### src/bdiPkg.sv
`default_nettype none

package bdiPkg;

    parameter int LineBits = 256;
    parameter int LineBytes = LineBits / 8;

    // Bit 0 is the low byte of word 0
    typedef logic [LineBits-1:0] line_t;

    // Declaration order is the selection priority
    typedef enum logic [2:0] {
        encB8D1,
        encB8D2,
        encB8D4,
        encB4D1,
        encB4D2,
        encB2D1,
        encRaw
    } encoding_t;

    typedef struct packed {
        encoding_t encoding;
        line_t     payload;
    } compLine_t;

    // Each flag covers every delta of the line
    typedef struct packed {
        logic fit1;
        logic fit2;
        logic fit4;
    } deltaFit_t;

    // Raw is treated as one word spanning the whole line
    function automatic int baseBytesOf(input encoding_t enc);
        case (enc)
            encB8D1, encB8D2, encB8D4:
                return 8;
            encB4D1, encB4D2:
                return 4;
            encB2D1:
                return 2;
            default:
                return LineBytes;
        endcase
    endfunction

    function automatic int deltaBytesOf(input encoding_t enc);
        case (enc)
            encB8D1, encB4D1, encB2D1:
                return 1;
            encB8D2, encB4D2:
                return 2;
            encB8D4:
                return 4;
            default:
                return 0;
        endcase
    endfunction

endpackage

`default_nettype wire

### src/compressPacker.sv
`timescale 1ns/1ns
`default_nettype none

module compressPacker (
    input  logic              clock,
    input  logic              arstN,
    input  bdiPkg::line_t     lineIn,
    input  logic              lineValid,
    input  bdiPkg::line_t     delta8,
    input  bdiPkg::line_t     delta4,
    input  bdiPkg::line_t     delta2,
    input  bdiPkg::deltaFit_t fit8,
    input  bdiPkg::deltaFit_t fit4,
    input  bdiPkg::deltaFit_t fit2,
    output bdiPkg::compLine_t compOut,
    output logic              compValid
);

    bdiPkg::encoding_t encoding;
    bdiPkg::line_t     payload;

    // Base in the low bytes, low bytes of each delta right above, zeros on top
    function automatic bdiPkg::line_t packDeltas(
        input bdiPkg::line_t     src,
        input bdiPkg::encoding_t enc
    );
        bdiPkg::line_t result;
        int            baseBytes;
        int            deltaBytes;
        int            wordIdx;
        int            lane;
        baseBytes = bdiPkg::baseBytesOf(enc);
        deltaBytes = bdiPkg::deltaBytesOf(enc);
        result = '0;
        for (int i = 0; i < bdiPkg::LineBytes; i++)
        begin
            wordIdx = i / baseBytes;
            lane = i % baseBytes;
            if (wordIdx == 0)
                result[i*8 +: 8] = src[i*8 +: 8];
            else if (lane < deltaBytes)
                result[(baseBytes + (wordIdx - 1) * deltaBytes + lane) * 8 +: 8] = src[i*8 +: 8];
        end
        return result;
    endfunction

    // First encoding that fits wins
    always_comb
    begin
        if (fit8.fit1)
            encoding = bdiPkg::encB8D1;
        else if (fit8.fit2)
            encoding = bdiPkg::encB8D2;
        else if (fit8.fit4)
            encoding = bdiPkg::encB8D4;
        else if (fit4.fit1)
            encoding = bdiPkg::encB4D1;
        else if (fit4.fit2)
            encoding = bdiPkg::encB4D2;
        else if (fit2.fit1)
            encoding = bdiPkg::encB2D1;
        else
            encoding = bdiPkg::encRaw;
    end

    always_comb
    begin
        case (encoding)
            bdiPkg::encB8D1: payload = packDeltas(delta8, bdiPkg::encB8D1);
            bdiPkg::encB8D2: payload = packDeltas(delta8, bdiPkg::encB8D2);
            bdiPkg::encB8D4: payload = packDeltas(delta8, bdiPkg::encB8D4);
            bdiPkg::encB4D1: payload = packDeltas(delta4, bdiPkg::encB4D1);
            bdiPkg::encB4D2: payload = packDeltas(delta4, bdiPkg::encB4D2);
            bdiPkg::encB2D1: payload = packDeltas(delta2, bdiPkg::encB2D1);
            default:         payload = lineIn;
        endcase
    end

    always_ff @(posedge clock or negedge arstN)
    begin
        if (!arstN)
        begin
            compOut <= '0;
            compValid <= 1'b0;
        end
        else
        begin
            compValid <= lineValid;
            if (lineValid)
            begin
                compOut.encoding <= encoding;
                compOut.payload <= payload;
            end
        end
    end

endmodule

`default_nettype wire

### config.mk
export PLATFORM = sky130hd
export DESIGN_NAME = compressPacker
export DESIGN_NICKNAME = d
export VERILOG_FILES = /design/src/bdiPkg.sv /design/src/compressPacker.sv
export SDC_FILE = /design/constraint.sdc
export NUM_CORES = 1
export LEC_CHECK = 0
export ABC_AREA = 0
export BUFFER_PORTS_ARGS = -buffer_cell sky130_fd_sc_hd__buf_2
export CAP_MARGIN = 20
export CORE_AREA = 2 2 502 504
export DETAILED_ROUTE_END_ITERATION = 7
export DIE_AREA = 0 0 504 506
export SLEW_MARGIN = 10
export SYNTH_ARGS = -nofsm -noshare
export SYNTH_HDL_FRONTEND = slang
export SYNTH_SLANG_ARGS = --single-unit
export TNS_END_PERCENT = 50
### constraint.sdc
create_clock -name clock -period 0.8 [get_ports clock]
set_input_delay 0.2 -clock clock [delete_from_list [all_inputs] [get_ports clock]]
set_output_delay 0.2 -clock clock [all_outputs]
set_load 0.05 [all_outputs]
==> results of run 1 <==
[report_power, final]
group	switching, mW	leakage [nW]	total (mW)	internal, mW
logic	10.5	11.4	19.1	8.53
clock network	8.10	0.641	19.1	11.0
registers	1.00	3.37	15.0	14.0
[tightest hold or removal path, delay by kind of cell]
family,cells,cell delay (ps)
compound gates,4,280
buf+inv,1,80
[routing by layer]
metal	routed length (um)	up-vias	GRT usage [%]	part of all wire, %
met5	1330	-	0	0.63
met3	22500	548	7.00	11
met2	96200	1450	25.7	45
li1	-	9881	-	-
met1	81400	10983	17.7	38
met4	10200	206	5.54	4.8
[synth_stat cells]
master / n / area, sq um
a211oi_1: 40 / 300
a21oi_1: 25 / 125
a221oi_1: 8 / 70.1
a22oi_1: 56 / 420
a2bb2oi_1: 25 / 219
a31oi_1: 16 / 100
and2_1: 16 / 100
and3_1: 32 / 200
buf_1: 9 / 33.8
buf_2: 32 / 160
buf_4: 1 / 7.51
clkbuf_1: 144 / 541
clkinv_1: 3 / 11.3
dfrtp_1: 260 / 6510
inv_1: 250 / 938
mux2_2: 1 / 11.3
nand2_1: 57 / 214
nand2b_1: 1 / 6.26
nand3_1: 120 / 601
nor2_1: 27 / 101
nor2_2: 1 / 6.26
nor2b_1: 2 / 12.5
nor3_1: 9 / 45.0
nor3b_1: 1 / 7.51
nor4_4: 1 / 21.3
nor4b_2: 1 / 15.0
o211ai_1: 17 / 128
o21a_1: 8 / 60.1
o21ai_0: 314 / 1570
o221ai_1: 40 / 350
o22a_1: 31 / 272
o22ai_1: 176 / 1100
o311ai_0: 1 / 8.76
o31ai_1: 40 / 300
or2_2: 2 / 12.5
or3_1: 1 / 6.26
or4_4: 1 / 11.3
[sequential cells by signal (all words and copies together) (netlist names)]
signal / cells
compOut: 259
compValid: 1
[cells in the final DEF, fill, tap and decap left out, types with 12 or more instances in the layout]
cell           count
o221ai_1          31
dlygate4sd3_1    393
o22a_1            28
nor2_1            25
clkbuf_16         50
a2bb2oi_1         22
buf_6             91
o21ai_2           64
a22oi_1           46
o21ai_0          128
a31oi_1           15
dfrtp_1          235
buf_4            307
and2_1            16
o21ai_1          114
inv_1            250
buf_12           277
diode_2          113
o31ai_1           39
nand3_1           62
and3_1            26
nand2_1           50
dfrtp_2           25
buf_2            697
a21oi_1           12
nand3_2           58
o22ai_1          170
a211oi_1          32
o211ai_1          17
[what timing repair did]
action                                  in CTS  in global routing
endpoints found under the setup margin     519                522
pin swaps                                   34                 75
resized for setup                          315                174
gates cloned                                 2                 10
hold endpoints to repair                   516                  3
setup buffers                               51                 41
[through the flow]
stage | std cells | TNS (ps) | cell area [sq um]
floorplan | 1769 | -164850 | 15100
global placement | 6219 | -302190 | 29500
detailed placement | 6219 | -302870 | 29500
CTS | 6736 | -282140 | 36200
global route | 6850 | -296360 | 37500
finish | 6900 | -284660 | 37700
[cells by family (layout without fill, tap and decap cells)]
kind of cell	count (synthesis)	count (layout)	synth area share, %
other	0	113	0
flip-flops	260	260	44.6
buffers and inverters	439	2108	11.6
AND/OR/NAND/NOR	272	273	9.32
multiplexers	1	1	0.0771
AO/OA/AOI/OAI	797	797	34.4
[layout make-up]
type	instances	area, sq um
Fill cell	28230	212000
Timing Repair Buffer	1785	16800
Multi-Input combinational cell	1071	7600
Sequential cell	260	6540
Tap cell	3348	4190
Clock buffer	55	1150
Inverter	253	956
Antenna cell	113	283
Clock inverter	15	185
[final timing paths]
kind	slack, ps	cells past startpoint	start	to
max	-690	1	compOut[151]	compOut[151]
min	-20	5	delta8[17]	compOut[17]
max reg2reg	-210	4	compOut[149]	compOut[149]
min reg2reg	520	2	compOut[173]	compOut[173]
max in group asynchronous	190	4	arstN	compOut[254]
min in group asynchronous	180	3	arstN	compOut[102]
==> impl_metrics.ini, run 1 <==
[status]
status = finished with violations
violations = negative hold slack, negative setup slack

[power]
power.density_nw_per_um2 = 1410
total_power_mw = 53.2
ir_worst_vdd_uv = 1290
cellLeakagePower_nw = 15.5

[clock_tree]
clock_latency_ps = 630
clk_pin_slew_ps = 60
clockBufferDepth = 3
h-tree-depth = 2
cts-buffers-inserted = 39
hold_buffers = 394
cts_tree = yes
cts-root-buf = clkbuf_16
cts_sinks = 260

[yosys]
synthesis.area_sq_um = 14600
syn_avg_cell_area_sq_um = 8.25
synth_nets = 2805
synth_cell_type_count = 37
synth_seq_cells = 260
synthCells = 1769
ys_warn_count = 0
ys_seq_area_share_pct = 44.6

[place]
place_congestion = 0.891
portBuffers = 964
dp_hpwl_um = 181000
pre_cts_ws_ps = -1440

[sta]
finalCritPeriodShare_pct = 186
fmax_mhz = 672
fin_ws_ps = -689
relSlewSlack_pct = 61.1
setup_viol = 517
hold_viol = 4
fin_skew_ps = 0
rsz0062_at_grt = yes
drv_slew = 0
hold_slack_ps = -17.4
tightest_slew_ps = 583
finalCriticalPeriod_ps = 1490

[layout]
fin_nets = 4446
drive_above_1_share_pct = 49.7
final_util_pct = 15.1
area_growth_pct = 158

[setup_path]
critical_path_buf_inv_count = 1
arrival_ps = 1290
required_ps = 600
cp-end-kind = output port
start_kind = register
crit_family = flip-flops
path_class = register to output port
crit_fanout = 3
max_stage_delay_ps = 470
cpMaxStageDelayCell = dfrtp_2
crit_chain = buf_12

[floorplan]
fp.dieW_um = 504
row_count = 184
io_pins = 1296
dieArea_sq_um = 255000
start_util_pct = 5.84
coreArea_sq_um = 250000
die_h_um = 506

[worst_hold_path]
hp-class = primary input to register

[global_routing]
grt_max_degree = 45
first_global_vias = 22372
grt_overflow = 0
grt_pass1_wl_um = 255000
track_usage_pct = 15.6
antenna_found_initial = 314

[drt]
routedWlPerCell_um = 30.7
dr.pass1.iters = 5
drc = 0
route.vias.total = 23068
routed_wirelength_um = 212000
ant_nets = 0
via_per_inst = 3.34
drt-initial-drc-count = 1594

[flow_run]
max_cap_viol_count = 0
Power figures use the tool's default switching activity.
==> run 2, diff against run 1 <==
Settings changed: CELL_PAD_IN_SITES_DETAIL_PLACEMENT from default to 1, CELL_PAD_IN_SITES_GLOBAL_PLACEMENT from default to 1, CORE_AREA 2 2 502 504 to 2 2 509 511, DIE_AREA 0 0 504 506 to 0 0 511 513, PLACE_DENSITY_LB_ADDON from default to 0.1.
==> run 2 against run 1 <==
Against the previous run:
- the run still ends with negative hold slack, negative setup slack left
- sequential cell count stayed put
- sequential power about the same
- via count down 6.6%
- worst setup slack got worse by 62 ps
- maximum frequency is 4.0% lower
- register-to-register slack improved by 90 ps
- clock skew stayed put
- critical path type unchanged
- critical endpoint is now compOut[44]
==> impl_metrics.ini, run 2 (synthesis gave the netlist of run 1 again) <==
[status]
status = finished with violations
violations = negative hold slack, negative setup slack

[drt]
dr.pass1.iters = 4
drt-initial-drc-count = 545
ant_nets = 0
routedWlPerCell_um = 26.1
drc = 0
route.vias.total = 21537
via_per_inst = 3.10
routed_wirelength_um = 181000

[sta]
rsz0062_at_grt = yes
setup_viol = 518
hold_slack_ps = -89.3
relSlewSlack_pct = 49.3
drv_slew = 0
finalCriticalPeriod_ps = 1550
tightest_slew_ps = 759
fin_skew_ps = 0
finalCritPeriodShare_pct = 194
fin_ws_ps = -750
fmax_mhz = 645
hold_viol = 9

[global_routing]
track_usage_pct = 13.4
first_global_vias = 23494
antenna_found_initial = 188
grt_pass1_wl_um = 235000
grt_max_degree = 43
grt_overflow = 0

[clock_tree]
cts_tree = yes
clock_latency_ps = 640
clk_pin_slew_ps = 60
cts_sinks = 260
cts-buffers-inserted = 48
clockBufferDepth = 3
h-tree-depth = 2
cts-root-buf = clkbuf_16

[floorplan]
start_util_pct = 5.70
dieArea_sq_um = 262000
die_h_um = 513
io_pins = 1296
coreArea_sq_um = 256000
fp.dieW_um = 511
row_count = 186

[layout]
drive_above_1_share_pct = 49.5
final_cell_mix = 696 x buf_2, 430 x dlygate4sd3_1, 318 x buf_4, 273 x buf_12, 250 x inv_1
area_growth_pct = 163
largest_register_ffs = 259
final_area_sq_um = 38400
mostFrequentLayoutCell = buf_2
fin_nets = 4514
top_regs = compOut (259), compValid (1)
top_register = compOut
final_util_pct = 15.0

[setup_path]
required_ps = 600
start_kind = register
cp-end-kind = output port
arrival_ps = 1350
path_class = register to output port
crit_fanout = 2

[power]
ir_worst_vdd_uv = 1240
total_power_mw = 55.8
power.density_nw_per_um2 = 1450
cellLeakagePower_nw = 15.9

[place]
portBuffers = 964
dp_hpwl_um = 154000
place_area_sq_um = 29500
place_congestion = 0.754
pre_cts_ws_ps = -1660

[worst_hold_path]
hp-class = primary input to register

[flow_run]
max_cap_viol_count = 0
-- run 2: cell types whose count changed in the layout (fill, tap and decap cells not counted), moves of 10 or more --
cell | previous run | this run
buf_4 | 307 | 318
buf_6 | 91 | 108
diode_2 | 113 | 53
dlygate4sd3_1 | 393 | 430
nand3_1 | 62 | 72
nand3_2 | 58 | 48
o21ai_0 | 128 | 99
o21ai_1 | 114 | 139
o21ai_4 | 8 | 18
o22ai_1 | 170 | 154
o22ai_2 | 6 | 22
-- run 2: routing by layer --
metal,up-vias,track usage (%),wire length [um]
met5,-,0,635
met4,100,2.36,3790
met3,292,5.05,15000
met2,948,23.2,87200
met1,10259,15.8,74800
li1,9938,-,-
-- run 2: worst max-delay path, stage by stage, from the launching register on --
cell	delay (ps)
dfrtp_1	400
buf_12	150
buf_12	150
-- run 2: path summary, 6_finish.rpt --
check,start,end,slack [ps],depth (start not counted)
max,compOut[44],compOut[44],-750,2
min,delta2[50],compOut[34],-90,3
max reg2reg,compOut[81],compOut[81],-120,4
min reg2reg,compOut[235],compOut[235],530,2
max in group asynchronous,arstN,compOut[74],140,4
min in group asynchronous,arstN,compOut[137],40,2
-- run 2: stage by stage --
step                setup TNS [ps]  instances
finish                     -260850       6949
global route               -287220       6923
global placement           -311320       6257
detailed placement         -313160       6257
CTS                        -289000       6841
floorplan                  -164850       1769
-- run 2: power by group --
group          switching, mW  internal [mW]
combinational           9.90           8.63
sequential             0.940           14.0
clock                   8.96           13.3
-- run 2: layout make-up --
cell class,instances,area (sq um)
diodes,53,133
flip-flops and latches,260,6540
clock buffers,67,1390
clock inverters,17,201
multi-input cells,1070,7650
well taps,3384,4230
fillers,29863,218000
inverters,253,952
repair buffers,1845,17300
-- run 2: repair_timing --
action	CTS	global route
setup endpoints to repair	519	519
gates cloned	2	3
gates resized for setup	349	213
hold buffers	428	2
hold endpoints to repair	515	12
pin swaps	54	48
buffers inserted	71	54
==> run 3, diff against run 2 <==
Settings changed: SETUP_SLACK_MARGIN from default to 0.5.
==> run 3 against run 2 <==
Against the previous run:
- the run still ends with negative hold slack, negative setup slack left
- maximum frequency down 0.61%
- power down 3.6%
- clock power about the same
- die area unchanged
- critical endpoint unchanged
==> impl_metrics.ini, run 3 (synthesis gave the netlist of run 1 again) <==
[floorplan]
coreArea_sq_um = 256000
start_util_pct = 5.70
dieArea_sq_um = 262000
io_pins = 1296
fp.dieW_um = 511
die_h_um = 513
row_count = 186

[setup_path]
rrSetupSlack_ps = -120
arrival_ps = 1360
cp-end-kind = output port
path_class = register to output port
required_ps = 600
reg2reg_to = compOut[81]
start_kind = register
timing.rr.start = compOut[81]
worstRegToRegCells = 4
crit_fanout = 2

[place]
dp_hpwl_um = 154000
pre_cts_ws_ps = -1660
place_inst = 6257
place_area_sq_um = 29500
portBuffers = 964
place_congestion = 0.754

[global_routing]
antenna_found_initial = 217
grt_pass1_wl_um = 229000
track_usage_pct = 13.3
grt_max_degree = 43
first_global_vias = 21655
grt_overflow = 0

[sta]
tightest_slew_ps = 767
fin_skew_ps = 0
fin_setup_tns_ps = -262060
hold_slack_ps = -608
fin_ws_ps = -760
finalCritPeriodShare_pct = 195
fmax_mhz = 641
hold_viol = 513
finalCriticalPeriod_ps = 1560
rsz0062_at_grt = yes
setup_viol = 518
drv_slew = 0
relSlewSlack_pct = 48.7

[layout]
top_regs = compOut (259), compValid (1)
final_area_sq_um = 33900
area_growth_pct = 132
final_util_pct = 13.2
drive_above_1_share_pct = 55.7
top_register = compOut
finalNonFillerCells = 6499
mostFrequentLayoutCell = buf_2
final_cell_mix = 696 x buf_2, 310 x buf_4, 275 x buf_12, 250 x inv_1, 235 x dfrtp_1
fin_nets = 4081
largest_register_ffs = 259
n_fill_cell = 29952

[clock_tree]
cts-buffers-inserted = 48
hold_buffers = 1
clock_latency_ps = 640
h-tree-depth = 2
clk_pin_slew_ps = 60
cts_tree = yes
cts-root-buf = clkbuf_16
clockBufferDepth = 3
cts_sinks = 260

[drt]
ant_nets = 0
routedWlPerCell_um = 27.7
route.vias.total = 20062
drt-initial-drc-count = 610
drc = 0
routed_wirelength_um = 180000
dr.pass1.iters = 5
via_per_inst = 3.09

[power]
power.density_nw_per_um2 = 1580
total_power_mw = 53.8
ir_worst_vdd_uv = 1250
cellLeakagePower_nw = 14.0

[status]
violations = negative hold slack, negative setup slack
status = finished with violations

[flow_run]
max_cap_viol_count = 0

[worst_hold_path]
hp-class = primary input to asynchronous set/reset pin
run 3: layer usage:
metal / global-route usage, % / part of all wire (%)
met4: 3.19 / 2.4
met3: 6.11 / 10
met1: 15.1 / 39
met5: 0 / 0.51
met2: 22.5 / 48
run 3: worst max-delay path, stage by stage (launching register included):
cell and delay, ps:
dfrtp_1 400, buf_12 150, buf_12 150
run 3: worst max path at each step:
stage / start / endpoint / cells past startpoint
after floorplan: fit8[1] / compOut[55] / 7
after global placement: fit2[2] / compOut[48] / 8
after detailed placement: fit2[2] / compOut[48] / 8
after CTS: compOut[165] / compOut[165] / 2
after global routing: compOut[165] / compOut[165] / 2
final: compOut[44] / compOut[44] / 2
run 3: timing repair:
item / CTS / global route
buffers inserted: 71 / 45
gates resized for setup: 350 / 190
cloned: 2 / 3
endpoints found under the setup margin: 519 / 519
pin swaps: 54 / 28
endpoints found under the hold margin: 515 / 514
run 3: cell type report:
cell class	count	area (sq um)	share of cell area, %
timing repair buffer	1412	13000	38.3
multi-input combinational	1070	7530	22.2
sequential	260	6540	19.3
tap	3384	4230	12.5
clock buffer	67	1390	4.11
inverter	253	952	2.81
clock inverter	17	201	0.594
antenna	36	90.1	0.266
run 3: power breakdown:
part,total (mW),internal [mW],leakage [nW],switching [mW]
clock network,22.3,13.3,0.787,8.97
logic,16.5,7.25,9.88,9.29
registers,14.9,14.0,3.37,0.932
total,53.8,34.6,14.0,19.2
